--- config.mk ---
export PLATFORM = sky130hd
export DESIGN_NAME = ec_add_top
export DESIGN_NICKNAME = d
export VERILOG_FILES = /design/src/ec_pkg.sv /design/src/ec_add_top.sv /design/src/ec_point_add.sv /design/src/mod_addsub.sv /design/src/mod_mul.sv
export SDC_FILE = /design/constraint.sdc
export NUM_CORES = 2
export LEC_CHECK = 0
export ABC_CLOCK_PERIOD_IN_PS = 15050
export BUFFER_PORTS_ARGS = -buffer_cell sky130_fd_sc_hd__buf_2
export CAP_MARGIN = 20
export CORE_ASPECT_RATIO = 1.5
export CORE_MARGIN = 3
export CORE_UTILIZATION = 40
export CTS_BUF_LIST = sky130_fd_sc_hd__clkbuf_8
export CTS_CLUSTER_DIAMETER = 60
export CTS_CLUSTER_SIZE = 16
export DETAILED_ROUTE_END_ITERATION = 7
export PLACE_DENSITY = 0.62
export SYNTH_ARGS = -nofsm -noshare
export SYNTH_HDL_FRONTEND = slang
export SYNTH_SLANG_ARGS = --single-unit
--- constraint.sdc ---
create_clock -name i_clk -period 15.05 [get_ports i_clk]
set_input_delay 3.7625 -clock i_clk [delete_from_list [all_inputs] [get_ports i_clk]]
set_output_delay 3.7625 -clock i_clk [all_outputs]
set_load 0.005 [all_outputs]
--- src/ec_pkg.sv ---
/*
  Shared definitions for the Jacobian point adder
  Equation tag width, equation count and scheduler state
*/
`default_nettype none

package ec_pkg;

  // Tag carried with every request, one code per equation
  localparam int TAG_W = 5;

  // Equations in the Jacobian addition sequence
  localparam int N_EQ = 24;

  // Scheduler state
  typedef enum logic [1:0] {
    ST_IDLE = 2'd0, // Waiting for a point pair
    ST_RUN  = 2'd1, // Equations in flight
    ST_DONE = 2'd2  // Result held until taken
  } ec_state_e;

endpackage

`default_nettype wire

--- src/ec_add_top.sv ---
/*
  Top level of the point adder
  Scheduler plus one multiplier, one adder and one subtractor
*/
`default_nettype none

module ec_add_top import ec_pkg::*; #(
  parameter int              FE_W  = 16,
  parameter logic [FE_W-1:0] P_MOD = 65521
) (
  input  logic            i_clk,
  input  logic            i_rst,
  input  logic [FE_W-1:0] i_p1_x,
  input  logic [FE_W-1:0] i_p1_y,
  input  logic [FE_W-1:0] i_p1_z,
  input  logic [FE_W-1:0] i_p2_x,
  input  logic [FE_W-1:0] i_p2_y,
  input  logic [FE_W-1:0] i_p2_z,
  input  logic            i_val,
  output logic            o_rdy,
  output logic [FE_W-1:0] o_p_x,
  output logic [FE_W-1:0] o_p_y,
  output logic [FE_W-1:0] o_p_z,
  output logic            o_err,
  output logic            o_val,
  input  logic            i_rdy
);

  // Request and result streams per unit
  logic             mul_val, mul_rdy, mul_res_val, mul_res_rdy;
  logic [FE_W-1:0]  mul_a, mul_b, mul_res_dat;
  logic [TAG_W-1:0] mul_tag, mul_res_tag;
  logic             add_val, add_rdy, add_res_val, add_res_rdy;
  logic [FE_W-1:0]  add_a, add_b, add_res_dat;
  logic [TAG_W-1:0] add_tag, add_res_tag;
  logic             sub_val, sub_rdy, sub_res_val, sub_res_rdy;
  logic [FE_W-1:0]  sub_a, sub_b, sub_res_dat;
  logic [TAG_W-1:0] sub_tag, sub_res_tag;

  ec_point_add #(.FE_W(FE_W), .P_MOD(P_MOD)) u_point_add (
    .i_clk, .i_rst,
    .i_p1_x, .i_p1_y, .i_p1_z, .i_p2_x, .i_p2_y, .i_p2_z, .i_val, .o_rdy,
    .o_p_x, .o_p_y, .o_p_z, .o_val, .o_err, .i_rdy,
    .o_mul_val(mul_val), .o_mul_a(mul_a), .o_mul_b(mul_b), .o_mul_tag(mul_tag),
    .i_mul_rdy(mul_rdy), .i_mul_res_val(mul_res_val), .i_mul_res_dat(mul_res_dat),
    .i_mul_res_tag(mul_res_tag), .o_mul_res_rdy(mul_res_rdy),
    .o_add_val(add_val), .o_add_a(add_a), .o_add_b(add_b), .o_add_tag(add_tag),
    .i_add_rdy(add_rdy), .i_add_res_val(add_res_val), .i_add_res_dat(add_res_dat),
    .i_add_res_tag(add_res_tag), .o_add_res_rdy(add_res_rdy),
    .o_sub_val(sub_val), .o_sub_a(sub_a), .o_sub_b(sub_b), .o_sub_tag(sub_tag),
    .i_sub_rdy(sub_rdy), .i_sub_res_val(sub_res_val), .i_sub_res_dat(sub_res_dat),
    .i_sub_res_tag(sub_res_tag), .o_sub_res_rdy(sub_res_rdy)
  );

  // FE_W+1 clock product
  mod_mul #(.FE_W(FE_W), .P_MOD(P_MOD)) u_mul (
    .i_clk, .i_rst,
    .i_val(mul_val), .i_a(mul_a), .i_b(mul_b), .i_tag(mul_tag), .o_rdy(mul_rdy),
    .o_res_val(mul_res_val), .o_res_dat(mul_res_dat), .o_res_tag(mul_res_tag),
    .i_res_rdy(mul_res_rdy)
  );

  mod_addsub #(.FE_W(FE_W), .P_MOD(P_MOD), .SUBTRACT(1'b0)) u_add (
    .i_clk, .i_rst,
    .i_val(add_val), .i_a(add_a), .i_b(add_b), .i_tag(add_tag), .o_rdy(add_rdy),
    .o_res_val(add_res_val), .o_res_dat(add_res_dat), .o_res_tag(add_res_tag),
    .i_res_rdy(add_res_rdy)
  );

  mod_addsub #(.FE_W(FE_W), .P_MOD(P_MOD), .SUBTRACT(1'b1)) u_sub (
    .i_clk, .i_rst,
    .i_val(sub_val), .i_a(sub_a), .i_b(sub_b), .i_tag(sub_tag), .o_rdy(sub_rdy),
    .o_res_val(sub_res_val), .o_res_dat(sub_res_dat), .o_res_tag(sub_res_tag),
    .i_res_rdy(sub_res_rdy)
  );

endmodule

`default_nettype wire

--- src/ec_point_add.sv ---
/*
  Jacobian point adder, special case checks and equation scheduler
  Issued and done masks drive out-of-order issue to shared mul, add and sub units
  Latched points and temporaries A to D hold intermediate values
*/
`default_nettype none

module ec_point_add import ec_pkg::*; #(
  parameter int              FE_W  = 16,
  parameter logic [FE_W-1:0] P_MOD = 65521
) (
  input  logic             i_clk,
  input  logic             i_rst,
  // Input points
  input  logic [FE_W-1:0]  i_p1_x,
  input  logic [FE_W-1:0]  i_p1_y,
  input  logic [FE_W-1:0]  i_p1_z,
  input  logic [FE_W-1:0]  i_p2_x,
  input  logic [FE_W-1:0]  i_p2_y,
  input  logic [FE_W-1:0]  i_p2_z,
  input  logic             i_val,
  output logic             o_rdy,
  // Output point
  output logic [FE_W-1:0]  o_p_x,
  output logic [FE_W-1:0]  o_p_y,
  output logic [FE_W-1:0]  o_p_z,
  output logic             o_val,
  output logic             o_err,
  input  logic             i_rdy,
  // Multiplier
  output logic             o_mul_val,
  output logic [FE_W-1:0]  o_mul_a,
  output logic [FE_W-1:0]  o_mul_b,
  output logic [TAG_W-1:0] o_mul_tag,
  input  logic             i_mul_rdy,
  input  logic             i_mul_res_val,
  input  logic [FE_W-1:0]  i_mul_res_dat,
  input  logic [TAG_W-1:0] i_mul_res_tag,
  output logic             o_mul_res_rdy,
  // Adder
  output logic             o_add_val,
  output logic [FE_W-1:0]  o_add_a,
  output logic [FE_W-1:0]  o_add_b,
  output logic [TAG_W-1:0] o_add_tag,
  input  logic             i_add_rdy,
  input  logic             i_add_res_val,
  input  logic [FE_W-1:0]  i_add_res_dat,
  input  logic [TAG_W-1:0] i_add_res_tag,
  output logic             o_add_res_rdy,
  // Subtractor
  output logic             o_sub_val,
  output logic [FE_W-1:0]  o_sub_a,
  output logic [FE_W-1:0]  o_sub_b,
  output logic [TAG_W-1:0] o_sub_tag,
  input  logic             i_sub_rdy,
  input  logic             i_sub_res_val,
  input  logic [FE_W-1:0]  i_sub_res_dat,
  input  logic [TAG_W-1:0] i_sub_res_tag,
  output logic             o_sub_res_rdy
);

  // Which unit serves each equation, eq 15 is a plain copy
  localparam logic [N_EQ-1:0] MUL_EQS = 24'hD85CFF;
  localparam logic [N_EQ-1:0] ADD_EQS = 24'h010000;
  localparam logic [N_EQ-1:0] SUB_EQS = 24'h262300;
  localparam int              EQ_COPY = 15;

  ec_state_e        state;
  logic [N_EQ-1:0]  eq_issued, eq_done;
  logic [N_EQ-1:0]  eq_go;   // Predecessors done
  logic [N_EQ-1:0]  eq_cand; // Ready and not yet sent
  logic [FE_W-1:0]  p1_x, p1_y, p1_z, p2_x, p2_y, p2_z;
  logic [FE_W-1:0]  tmp_a, tmp_b, tmp_c, tmp_d;
  logic [2*FE_W-1:0] ops [N_EQ]; // {a, b} per equation
  logic             mul_hit, add_hit, sub_hit;
  logic [TAG_W-1:0] mul_sel, add_sel, sub_sel;
  logic             mul_fire, add_fire, sub_fire;
  logic             mul_ret, add_ret, sub_ret;
  logic             run, accept, bad_tag;

  // Lowest pending equation wins, gives {hit, index}
  function automatic logic [TAG_W:0] pick_first(input logic [N_EQ-1:0] cand);
    logic [TAG_W:0] r;
    r = '0;
    for (int i = N_EQ - 1; i >= 0; i--) begin
      if (cand[i]) r = {1'b1, TAG_W'(i)};
    end
    return r;
  endfunction

  function automatic logic tag_ok(input logic [TAG_W-1:0] tag, input logic [N_EQ-1:0] eqs);
    return (tag < TAG_W'(N_EQ)) && eqs[tag];
  endfunction

  // Dependency graph
  always_comb begin
    eq_go[0]  = 1'b1;                                // A = Z2*Z2
    eq_go[1]  = eq_done[0];                          // U1 = A*X1
    eq_go[2]  = 1'b1;                                // C = Z1*Z1
    eq_go[3]  = eq_done[2];                          // U2 = C*X2
    eq_go[4]  = eq_done[1];                          // A = A*Z2
    eq_go[5]  = eq_done[4];                          // S1 = A*Y1
    eq_go[6]  = eq_done[3];                          // C = C*Z1
    eq_go[7]  = eq_done[6];                          // S2 = C*Y2
    eq_go[8]  = eq_done[1] && eq_done[3];            // H = U2 - U1
    eq_go[9]  = eq_done[5] && eq_done[7];            // R = S2 - S1
    eq_go[10] = eq_done[9];                          // X3 = R^2
    eq_go[11] = eq_done[8];                          // D = H^2
    eq_go[12] = eq_done[8] && eq_done[11];           // H^3 into X2
    eq_go[13] = eq_done[10] && eq_done[12];          // X3 -= H^3
    eq_go[14] = eq_done[1] && eq_done[11];           // U1*H^2 into X1
    eq_go[15] = eq_done[14];                         // Y3 = U1*H^2
    eq_go[16] = eq_done[14] && eq_done[15];          // X1 doubled
    eq_go[17] = eq_done[13] && eq_done[16];          // X3 -= 2*U1*H^2
    eq_go[18] = eq_done[15] && eq_done[17];          // Y3 -= X3
    eq_go[19] = eq_done[9] && eq_done[18];           // Y3 *= R
    eq_go[20] = eq_done[5] && eq_done[12] && eq_done[13]; // S1*H^3, X2 read by 13 first
    eq_go[21] = eq_done[19] && eq_done[20];          // Y3 -= S1*H^3
    eq_go[22] = 1'b1;                                // Z3 = Z1*Z2
    eq_go[23] = eq_done[8] && eq_done[22];           // Z3 *= H
  end

  assign eq_cand = eq_go & ~eq_issued;

  // Operand pairs, same order as the graph above
  always_comb begin
    ops = '{default: '0};
    ops[0]  = {p2_z, p2_z};
    ops[1]  = {tmp_a, p1_x};
    ops[2]  = {p1_z, p1_z};
    ops[3]  = {tmp_c, p2_x};
    ops[4]  = {tmp_a, p2_z};
    ops[5]  = {tmp_a, p1_y};
    ops[6]  = {tmp_c, p1_z};
    ops[7]  = {tmp_c, p2_y};
    ops[8]  = {p2_x, p1_x};
    ops[9]  = {tmp_c, tmp_a};
    ops[10] = {p2_y, p2_y};
    ops[11] = {tmp_b, tmp_b};
    ops[12] = {tmp_d, tmp_b};
    ops[13] = {o_p_x, p2_x};
    ops[14] = {tmp_d, p1_x};
    ops[16] = {p1_x, p1_x};
    ops[17] = {o_p_x, p1_x};
    ops[18] = {o_p_y, o_p_x};
    ops[19] = {o_p_y, p2_y};
    ops[20] = {p2_x, tmp_a};
    ops[21] = {o_p_y, p2_x};
    ops[22] = {p1_z, p2_z};
    ops[23] = {o_p_z, tmp_b};
  end

  assign {mul_hit, mul_sel} = pick_first(eq_cand & MUL_EQS);
  assign {add_hit, add_sel} = pick_first(eq_cand & ADD_EQS);
  assign {sub_hit, sub_sel} = pick_first(eq_cand & SUB_EQS);

  assign run      = (state == ST_RUN);
  assign accept   = i_val && o_rdy;
  assign mul_fire = run && mul_hit && (!o_mul_val || i_mul_rdy); // Slot free or emptying
  assign add_fire = run && add_hit && (!o_add_val || i_add_rdy);
  assign sub_fire = run && sub_hit && (!o_sub_val || i_sub_rdy);
  assign mul_ret  = i_mul_res_val && o_mul_res_rdy;
  assign add_ret  = i_add_res_val && o_add_res_rdy;
  assign sub_ret  = i_sub_res_val && o_sub_res_rdy;
  assign bad_tag  = (mul_ret && !tag_ok(i_mul_res_tag, MUL_EQS))
                 || (add_ret && !tag_ok(i_add_res_tag, ADD_EQS))
                 || (sub_ret && !tag_ok(i_sub_res_tag, SUB_EQS));

  assign o_rdy         = (state == ST_IDLE);
  assign o_val         = (state == ST_DONE);
  assign o_mul_res_rdy = run;
  assign o_add_res_rdy = run;
  assign o_sub_res_rdy = run;

  // Control state and equation masks
  always_ff @(posedge i_clk) begin
    if (i_rst) begin
      state     <= ST_IDLE;
      o_err     <= 1'b0;
      eq_issued <= '0;
      eq_done   <= '0;
      o_mul_val <= 1'b0;
      o_add_val <= 1'b0;
      o_sub_val <= 1'b0;
    end else begin
      if (mul_fire) o_mul_val <= 1'b1;
      else if (i_mul_rdy) o_mul_val <= 1'b0;
      if (add_fire) o_add_val <= 1'b1;
      else if (i_add_rdy) o_add_val <= 1'b0;
      if (sub_fire) o_sub_val <= 1'b1;
      else if (i_sub_rdy) o_sub_val <= 1'b0;
      case (state)
        ST_IDLE: if (accept) begin
          eq_issued <= '0;
          eq_done   <= '0;
          // Point at infinity, opposite points or doubling finish at once
          if (i_p1_z == '0 || i_p2_z == '0 || i_p1_x == i_p2_x) state <= ST_DONE;
          else state <= ST_RUN;
          o_err <= (i_p1_z != '0) && (i_p2_z != '0) && (i_p1_x == i_p2_x)
                && (i_p1_y == i_p2_y);
        end
        ST_RUN: begin
          if (mul_fire) eq_issued[mul_sel] <= 1'b1;
          if (add_fire) eq_issued[add_sel] <= 1'b1;
          if (sub_fire) eq_issued[sub_sel] <= 1'b1;
          if (eq_cand[EQ_COPY]) begin
            eq_issued[EQ_COPY] <= 1'b1;
            eq_done[EQ_COPY]   <= 1'b1;
          end
          if (mul_ret) eq_done[i_mul_res_tag] <= 1'b1;
          if (add_ret) eq_done[i_add_res_tag] <= 1'b1;
          if (sub_ret) eq_done[i_sub_res_tag] <= 1'b1;
          if (bad_tag) begin
            o_err <= 1'b1;
            state <= ST_DONE;
          end else if (&eq_done) begin
            state <= ST_DONE;
          end
        end
        ST_DONE: if (i_rdy) begin
          state <= ST_IDLE;
          o_err <= 1'b0;
        end
        default: state <= ST_IDLE;
      endcase
    end
  end

  // Latched points, temporaries, output point and request payloads
  always_ff @(posedge i_clk) begin
    if (accept) begin
      p1_x <= i_p1_x;
      p1_y <= i_p1_y;
      p1_z <= i_p1_z;
      p2_x <= i_p2_x;
      p2_y <= i_p2_y;
      p2_z <= i_p2_z;
      if (i_p1_z == '0) begin // P1 at infinity
        o_p_x <= i_p2_x;
        o_p_y <= i_p2_y;
        o_p_z <= i_p2_z;
      end else if (i_p2_z == '0) begin
        o_p_x <= i_p1_x;
        o_p_y <= i_p1_y;
        o_p_z <= i_p1_z;
      end else begin // Zero point, overwritten in the general case
        o_p_x <= '0;
        o_p_y <= '0;
        o_p_z <= '0;
      end
    end
    if (mul_fire) begin
      {o_mul_a, o_mul_b} <= ops[mul_sel];
      o_mul_tag <= mul_sel;
    end
    if (add_fire) begin
      {o_add_a, o_add_b} <= ops[add_sel];
      o_add_tag <= add_sel;
    end
    if (sub_fire) begin
      {o_sub_a, o_sub_b} <= ops[sub_sel];
      o_sub_tag <= sub_sel;
    end
    if (run && eq_cand[EQ_COPY]) o_p_y <= p1_x;
    if (mul_ret) begin
      case (i_mul_res_tag)
        5'd0, 5'd4, 5'd5: tmp_a <= i_mul_res_dat;
        5'd1, 5'd14:      p1_x  <= i_mul_res_dat;
        5'd2, 5'd6, 5'd7: tmp_c <= i_mul_res_dat;
        5'd3, 5'd12, 5'd20: p2_x <= i_mul_res_dat;
        5'd10:            o_p_x <= i_mul_res_dat;
        5'd11:            tmp_d <= i_mul_res_dat;
        5'd19:            o_p_y <= i_mul_res_dat;
        5'd22, 5'd23:     o_p_z <= i_mul_res_dat;
        default: ;
      endcase
    end
    if (add_ret && i_add_res_tag == 5'd16) p1_x <= i_add_res_dat; // 2*U1*H^2
    if (sub_ret) begin
      case (i_sub_res_tag)
        5'd8:         tmp_b <= i_sub_res_dat; // H
        5'd9:         p2_y  <= i_sub_res_dat; // R
        5'd13, 5'd17: o_p_x <= i_sub_res_dat;
        5'd18, 5'd21: o_p_y <= i_sub_res_dat;
        default: ;
      endcase
    end
  end

  // Every returning tag must belong to an equation already sent out
  assert property (@(posedge i_clk) disable iff (i_rst)
    (!mul_ret || eq_issued[i_mul_res_tag]) && (!add_ret || eq_issued[i_add_res_tag])
    && (!sub_ret || eq_issued[i_sub_res_tag]));

  // Held result does not move under back-pressure
  assert property (@(posedge i_clk) disable iff (i_rst)
    (o_val && !i_rdy) |=> o_val && $stable({o_p_x, o_p_y, o_p_z, o_err}));

  // Reduced field elements reach the output
  assert property (@(posedge i_clk) disable iff (i_rst)
    o_val |-> (o_p_x < P_MOD) && (o_p_y < P_MOD) && (o_p_z < P_MOD));

endmodule

`default_nettype wire

--- src/mod_addsub.sv ---
/*
  Modular adder or subtractor, chosen by SUBTRACT
  One registered stage, tag returned with the result
*/
`default_nettype none

module mod_addsub import ec_pkg::*; #(
  parameter int              FE_W     = 16,
  parameter logic [FE_W-1:0] P_MOD    = 65521,
  parameter bit              SUBTRACT = 1'b0
) (
  input  logic             i_clk,
  input  logic             i_rst,
  input  logic             i_val,
  input  logic [FE_W-1:0]  i_a,
  input  logic [FE_W-1:0]  i_b,
  input  logic [TAG_W-1:0] i_tag,
  output logic             o_rdy,
  output logic             o_res_val,
  output logic [FE_W-1:0]  o_res_dat,
  output logic [TAG_W-1:0] o_res_tag,
  input  logic             i_res_rdy
);

  localparam logic [FE_W:0] P_EXT = {1'b0, P_MOD};

  logic [FE_W:0]   raw;  // One spare bit for carry or borrow
  logic [FE_W:0]   fix;
  logic [FE_W-1:0] res;

  always_comb begin
    if (SUBTRACT) begin
      raw = {1'b0, i_a} - {1'b0, i_b};
      fix = raw + P_EXT;
      res = raw[FE_W] ? fix[FE_W-1:0] : raw[FE_W-1:0]; // Borrow wraps back up
    end else begin
      raw = {1'b0, i_a} + {1'b0, i_b};
      fix = raw - P_EXT;
      res = (raw >= P_EXT) ? fix[FE_W-1:0] : raw[FE_W-1:0];
    end
  end

  // Streams one result per clock when the sink keeps up
  assign o_rdy = !o_res_val || i_res_rdy;

  always_ff @(posedge i_clk) begin
    if (i_rst) begin
      o_res_val <= 1'b0;
    end else if (o_rdy) begin
      o_res_val <= i_val;
    end
  end

  always_ff @(posedge i_clk) begin
    if (i_val && o_rdy) begin
      o_res_dat <= res;
      o_res_tag <= i_tag;
    end
  end

  assert property (@(posedge i_clk) disable iff (i_rst) o_res_val |-> (o_res_dat < P_MOD));

endmodule

`default_nettype wire

--- src/mod_mul.sv ---
/*
  Modular multiplier, interleaved double-and-add over the bits of b
  One bit per clock from the top, reduced mod P_MOD every step
  Request and result are valid/ready streams, tag returned with the product
*/
`default_nettype none

module mod_mul import ec_pkg::*; #(
  parameter int              FE_W  = 16,
  parameter logic [FE_W-1:0] P_MOD = 65521
) (
  input  logic             i_clk,
  input  logic             i_rst,
  // Request stream
  input  logic             i_val,
  input  logic [FE_W-1:0]  i_a,
  input  logic [FE_W-1:0]  i_b,
  input  logic [TAG_W-1:0] i_tag,
  output logic             o_rdy,
  // Result stream
  output logic             o_res_val,
  output logic [FE_W-1:0]  o_res_dat,
  output logic [TAG_W-1:0] o_res_tag,
  input  logic             i_res_rdy
);

  localparam int CNT_W = $clog2(FE_W + 1);
  localparam logic [FE_W:0] P_EXT = {1'b0, P_MOD};

  logic             busy;
  logic [CNT_W-1:0] step_cnt; // Steps taken so far
  logic [FE_W-1:0]  a_r;
  logic [FE_W-1:0]  b_r;      // Shifts left, top bit is the current one
  logic [FE_W-1:0]  acc;
  logic [TAG_W-1:0] tag_r;
  logic [FE_W:0]    dbl;
  logic [FE_W:0]    sum;
  logic             stepping;

  assign stepping = busy && (step_cnt != CNT_W'(FE_W));

  // acc*2 mod P, then plus a when the bit is set, mod P
  always_comb begin
    dbl = {acc, 1'b0};
    if (dbl >= P_EXT) dbl = dbl - P_EXT;
    sum = dbl + (b_r[FE_W-1] ? {1'b0, a_r} : '0); // Both terms below P
    if (sum >= P_EXT) sum = sum - P_EXT;
  end

  // Control
  always_ff @(posedge i_clk) begin
    if (i_rst) begin
      busy      <= 1'b0;
      step_cnt  <= '0;
      o_res_val <= 1'b0;
    end else if (o_res_val) begin
      if (i_res_rdy) o_res_val <= 1'b0; // Free again next clock
    end else if (busy) begin
      if (stepping) begin
        step_cnt <= step_cnt + 1'b1;
      end else begin
        busy      <= 1'b0;
        o_res_val <= 1'b1; // FE_W+1 clocks after accept
      end
    end else if (i_val) begin
      busy     <= 1'b1;
      step_cnt <= '0;
    end
  end

  // Operands and running product
  always_ff @(posedge i_clk) begin
    if (i_val && o_rdy) begin
      a_r   <= i_a;
      b_r   <= i_b;
      acc   <= '0;
      tag_r <= i_tag;
    end else if (stepping) begin
      acc <= sum[FE_W-1:0];
      b_r <= b_r << 1;
    end
  end

  assign o_rdy     = !busy && !o_res_val; // Only one product at a time
  assign o_res_dat = acc;
  assign o_res_tag = tag_r;

  // Operands must already be reduced
  assert property (@(posedge i_clk) disable iff (i_rst)
    (i_val && o_rdy) |-> (i_a < P_MOD) && (i_b < P_MOD));

endmodule

`default_nettype wire

* Word-level counts from Yosys, hierarchy flattened *
Memory sizes are Yosys's and may differ from the RTL's. A register that Yosys moved wholly into a read port is not among the register bits.
Cells that the tools add are included.
W data, S select, Z words.

storage, ports and cells
  memory bits (read-only) = 96
  memories = 3
  input port bits = 100
  flip-flop bits (word level) = 477
  logic and storage cells = 345

memories
  name             depth  bits a word  read ports  clocked after memory_dff  write ports  RTL line            RTL
  (no name shown)  32     1            1           1                         0            ec_point_add.sv:92  return (tag < TAG_W'(N_EQ)) && eqs[tag];
  (no name shown)  32     1            1           1                         0            ec_point_add.sv:92
  (no name shown)  32     1            1           1                         0            ec_point_add.sv:92

cells by class
  add/sub/neg operators = 8
  equality and inequality tests = 32
  bitwise logic cells = 12
  mux-type cells = 134
  reductions and logical operators = 93
  order comparisons = 21

operators by type and width
  operator                  count
  $mux W16                  36
  $bmux W32 S5              3
  $mux W24                  15
  $mux W32                  6
  $or A24 B24 Y24           6
  $mux W6                   23
  $pmux W24 S2              2
  $ge A17 B16 Y1 const B    3
  $logic_and A1 B1 Y1       45
  $eq A5 B5 Y1 const B      8
  $lt A5 B6 Y1 const B      6
  $eq A5 B4 Y1 const B      7
  $eq A16 B16 Y1            2
  $logic_not A16 Y1         2
  $reduce_bool A16 Y1       2
  $sub A16 B16 Y16 const B  2
  $demux W1 S5              6
  $ge A5 B1 Y1 const B      6
  $mux W5                   6
  $mux W1                   29
  $and A24 B24 Y24          1
  $not A24 Y24              1
  $reduce_and A24 Y1        1
  $eq A5 B3 Y1 const B      4
  33 further kinds          78

* Depth between registers and ports, before layout *
  word-level depth = 35
  mapped depth = 22
  depth with buffers taken out = 18

* Cells and area by module *
A second synthesis with hierarchy kept.

unflattened totals
  cell total of the unflattened synthesis = 3531
  area total of the unflattened synthesis = 29552.1 µm²

modules (own cells, without submodules)
  module               instances  cells each  area an instance (µm²)
  ec_point_add         1          2711        21595.7
  mod_mul              1          418         3993.8
  mod_addsub at u_add  1          214         2115.8
  mod_addsub at u_sub  1          188         1846.8

* Worst setup path before layout *
OpenSTA, ideal clock, no wires.

  path type = in2reg
  start = in i_val
  end = reg u_point_add.p1_y[0] (enable)
  data required time = 14.619 ns
  library setup time = 0.431 ns
  buffers on the path = 3
  data arrival time = 5.966 ns
  path slack = 8.653 ns
  stages = 5
  cells stage by stage = nand2_1 -> inv_1 -> clkbuf_1 -> clkbuf_1 -> clkbuf_1

on the way
  longest elaborated chain between the ends = 1

ends and longest elaborated chain
  what                    RTL line             RTL
  start, declared         ec_add_top.sv:19     input logic i_val,
  $logic_and A1 B1 Y1     ec_point_add.sv:158  assign accept = i_val && o_rdy;
  net u_point_add.accept  ec_point_add.sv:79   logic run, accept, bad_tag;
  end signal, assigned    ec_point_add.sv:233  p1_y <= i_p1_y;
  end, declared           ec_point_add.sv:72   logic [FE_W-1:0] p1_x, p1_y, p1_z, p2_x, p2_y, p2_z;

The timed path passes the listed nets, and every way through them passes these cells.
A chain may end at the register's enable or synchronous reset.

* Worst setup path in the final report *
  start = reg u_mul.acc[0], in the netlist u_mul.o_res_dat[0]
  end = reg u_mul.acc[3], in the netlist u_mul.o_res_dat[3]

on the way
  longest elaborated chain between the ends = 5

ends and longest elaborated chain
  what                                                       RTL line       RTL
  start, declared                                            mod_mul.sv:34  logic [FE_W-1:0] acc;
  start signal, assigned                                     mod_mul.sv:79  acc <= sum[FE_W-1:0];
  $sub A17 B16 Y17 / $ge A17 B16 Y1 (equally long branches)  mod_mul.sv:45  if (dbl >= P_EXT) dbl = dbl - P_EXT;
  $mux W17 (*)                                               mod_mul.sv:45
  $add A17 B16 Y17 (*)                                       mod_mul.sv:46  sum = dbl + (b_r[FE_W-1] ? {1'b0, a_r} : '0);
  $sub A16 B16 Y16 / $ge A17 B16 Y1 (equally long branches)  mod_mul.sv:47  if (sum >= P_EXT) sum = sum - P_EXT;
  $mux W16 (*)                                               mod_mul.sv:47

Every way passes the cells marked *; elsewhere a longest branch is shown, timed or not.

==> results.json <==
{
  "status": "finished with violations",
  "violations": "DRC",
  "clock_latency_ps": 680,
  "grt_max_degree": 79,
  "synth_ff_type": "edfxtp_1",
  "layout.nets": 3631,
  "drc": 22,
  "min_period_over_period_pct": 42.6,
  "yosysSeqAreaShare_pct": 41.7,
  "cts_hold_buf": 0,
  "drv_cap": 0,
  "vias_per_cell": 6.65,
  "synthMuxAreaShare_pct": 4.01,
  "setup-tns-final_ps": 0,
  "pwr-share-clk_pct": 17.1,
  "grt.total_usage_pct": 35.7,
  "ir_worst_vdd_mv": 0.114,
  "worst_pin_slew_ps": 1310,
  "grt_pass1_vias": 27300,
  "synth_fa_ha_area_share_pct": 2.02,
  "place_worst_setup_slack_ps": 8370,
  "p_int_uw": 2460,
  "switching_share_pct": 46.0,
  "synth_seq_cells": 456,
  "num_vias": 29500,
  "clock-skew-final_ps": 26.6,
  "antenna_found_initial": 13,
  "die_w_um": 224,
  "drt-total-wl_mm": 137,
  "crit_chain": "inv_1 -> ha_1 -> nand2b_1 -> nor2b_1 -> a21o_1 -> and2_1 -> nand2b_1 -> or2_2 -> xnor2_1 -> ha_1 -> nand2_1 -> a21oi_1 -> and2_1 -> o41ai_2 -> xnor2_1 -> nand4_4 -> and4_1 -> a2111o_1",
  "finalWorstSetupSlack_ps": 8640,
  "die-area_um2": 74800,
  "cp_slowest_cell": "dfxtp_1",
  "cp_max_fo": 11,
  "grt_pass1_wl_mm": 195,
  "yosys_warnings": 0,
  "synth_xor_area_share_pct": 2.99,
  "ant_nets": 0,
  "post_cts_resized": 0,
  "finalHoldViolations": 0,
  "numCtsBuffers": 40,
  "critPathBufInv": 1,
  "crit_type": "reg2reg",
  "start_kind": "register",
  "synth_simple_gate_area_share_pct": 22.7,
  "max_freq_mhz": 156,
  "synth_top_area_cell": "edfxtp_1",
  "reg2reg_depth": 18,
  "postPlaceCellArea_um2": 30000,
  "total_power_uw": 4550,
  "layout-drive-gt1-share_pct": 10.2,
  "cpPeakStageDelay_ps": 880,
  "clockBufferDepth": 3,
  "synthesis.instances": 3500,
  "dr.first_iter.drc_count": 4254,
  "period_needed_ps": 6410,
  "async_flop_share_pct": 0,
  "ios": 151,
  "drt_pass1_iterations": 8,
  "cp.required_ps": 15600,
  "place_hpwl_mm": 96.0,
  "cp.arrival_ps": 6950,
  "syn-cell-area_um2": 28600,
  "yosysUniqueCellTypes": 87,
  "synth_common_cells": "714 x nand2_1, 301 x a21oi_1, 278 x edfxtp_1",
  "cts_setup_buffers": 0,
  "area_growth_syn_to_layout_pct": 8.10,
  "die_y_um": 333,
  "clock_sinks": 456,
  "hold_path_class": "reg2reg",
  "avgSynthCellArea_um2": 8.17,
  "top_regs": "u_point_add.eq_done: 24 flops, u_point_add.eq_issued: 24 flops",
  "cp.depth": 18,
  "cellPowerDensity_nw_per_um2": 147,
  "p_leak_uw": 0.0118,
  "pwr-share-seq_pct": 46.7,
  "switchingPower_uw": 2090,
  "synth_edf_count": 278,
  "syn-num-nets": 3645,
  "cts-root-buf": "clkbuf_8",
  "h-tree-depth": 2,
  "slew_viol_final": 0,
  "cpLargestDelayFamily": "simple AND/OR/NAND/NOR gates",
  "coreArea_um2": 70600,
  "grt_overflow": 0,
  "start_util_pct": 40.5,
  "synth_top_family_by_area": "simple AND/OR/NAND/NOR gates",
  "yosysTopAreaCellShare_pct": 29.2,
  "slew_headroom_pct": 11.4,
  "io_buffers": 150,
  "synth-compound-area-share_pct": 21.9,
  "row_count": 119,
  "fin_area_um2": 30900,
  "tritoncts": "built",
  "gp_congestion": 1.07,
  "crit_path_end_kind": "register",
  "rsz0062_at_grt": "false",
  "min_path_cells": 0,
  "pwr-share-comb_pct": 36.2,
  "synth.most_common_cell": "nand2_1",
  "holdWs_ps": 423,
  "fill_cells": 7181,
  "clk_pin_slew_ps": 100,
  "wl_per_cell_um": 31.0,
  "setup_violations": 0,
  "netlist_top_cells_area": "edfxtp_1 29%, dfxtp_1 12%, nand2_1 9.4%"
}
[worst reg2reg max path: cells and delay by family (launching register included)]
| family | cells | cell delay, ps |
|---|---|---|
| simple gates | 9 | 2250 |
| flops | 1 | 880 |
| buf+inv | 1 | 260 |
| fa+ha+maj | 2 | 750 |
| compound gates | 4 | 1220 |
| xor+xnor | 2 | 920 |
[cells by family after synthesis]
logic type / count (synthesis)
compound gates: 984
xor+xnor: 96
fa+ha+maj: 45
buf+inv: 350
flops: 456
mux: 112
simple gates: 1457
[layer usage]
| metal | wire [µm] | track usage, % | up-vias |
|---|---|---|---|
| met4 | 16300 | 33.1 | 8 |
| met3 | 15300 | 10.3 | 695 |
| met1 | 45500 | 39.4 | 13900 |
| met5 | 46 | 0 | - |
| met2 | 60100 | 55.3 | 2057 |
| li1 | - | - | 12800 |
[cells in the final DEF (no fill, tap or decap), types with 39 or more instances in the layout]
| cell | n |
|---|---|
| a21oi_1 | 299 |
| a31oi_1 | 137 |
| and3_1 | 39 |
| buf_2 | 155 |
| buf_4 | 68 |
| clkbuf_8 | 41 |
| dfxtp_1 | 178 |
| edfxtp_1 | 278 |
| ha_1 | 43 |
| inv_1 | 77 |
| mux2i_1 | 92 |
| nand2_1 | 710 |
| nand3_1 | 144 |
| nand4_1 | 45 |
| nor2_1 | 252 |
| nor3_1 | 89 |
| o211ai_1 | 40 |
| o21ai_0 | 189 |
| xnor2_1 | 57 |
[power by group through the flow]
stage                     registers [µW]  logic, µW  clock network (µW)
after floorplan                     1750       1160                   0
after global placement              2110       1560                   0
after detailed placement            2100       1570                   0
after CTS                           2080       1580                 783
after global routing                2110       1780                 828
final                               2120       1640                 778
[path summary, 6_finish.rpt]
path	end	slack [ps]	from
setup / recovery	u_mul.o_res_dat[3]$_SDFFE_PP0P_	8640	u_mul.o_res_dat[0]$_SDFFE_PP0P_
hold / removal	u_mul.a_r[11]$_DFFE_PP_	420	u_point_add.o_mul_a[11]$_DFFE_PN_
setup reg to reg	u_mul.o_res_dat[3]$_SDFFE_PP0P_	8640	u_mul.o_res_dat[0]$_SDFFE_PP0P_
hold reg to reg	u_mul.a_r[11]$_DFFE_PP_	420	u_point_add.o_mul_a[11]$_DFFE_PN_
[through the flow]
stage,std cells,utilization (%)
2_1_floorplan,3500,-
3_3_place_gp,4339,42.5
3_5_place_dp,4340,42.5
4_1_cts,4412,43.6
5_1_grt,4424,43.8
6_report,4429,43.8
[layout make-up]
class                      instances  area, µm²  share of cell area, %
inverter                          66        255                  0.826
clock inverter                    31        221                  0.717
antenna                            6       15.0                 0.0486
sequential                       456      11900                   38.5
timing repair buffer             228       1360                   4.39
tap                              907       1130                   3.67
clock buffer                      41        564                   1.83
multi-input combinational       2694      15400                   50.0
(Power assumes the default switching activity.)
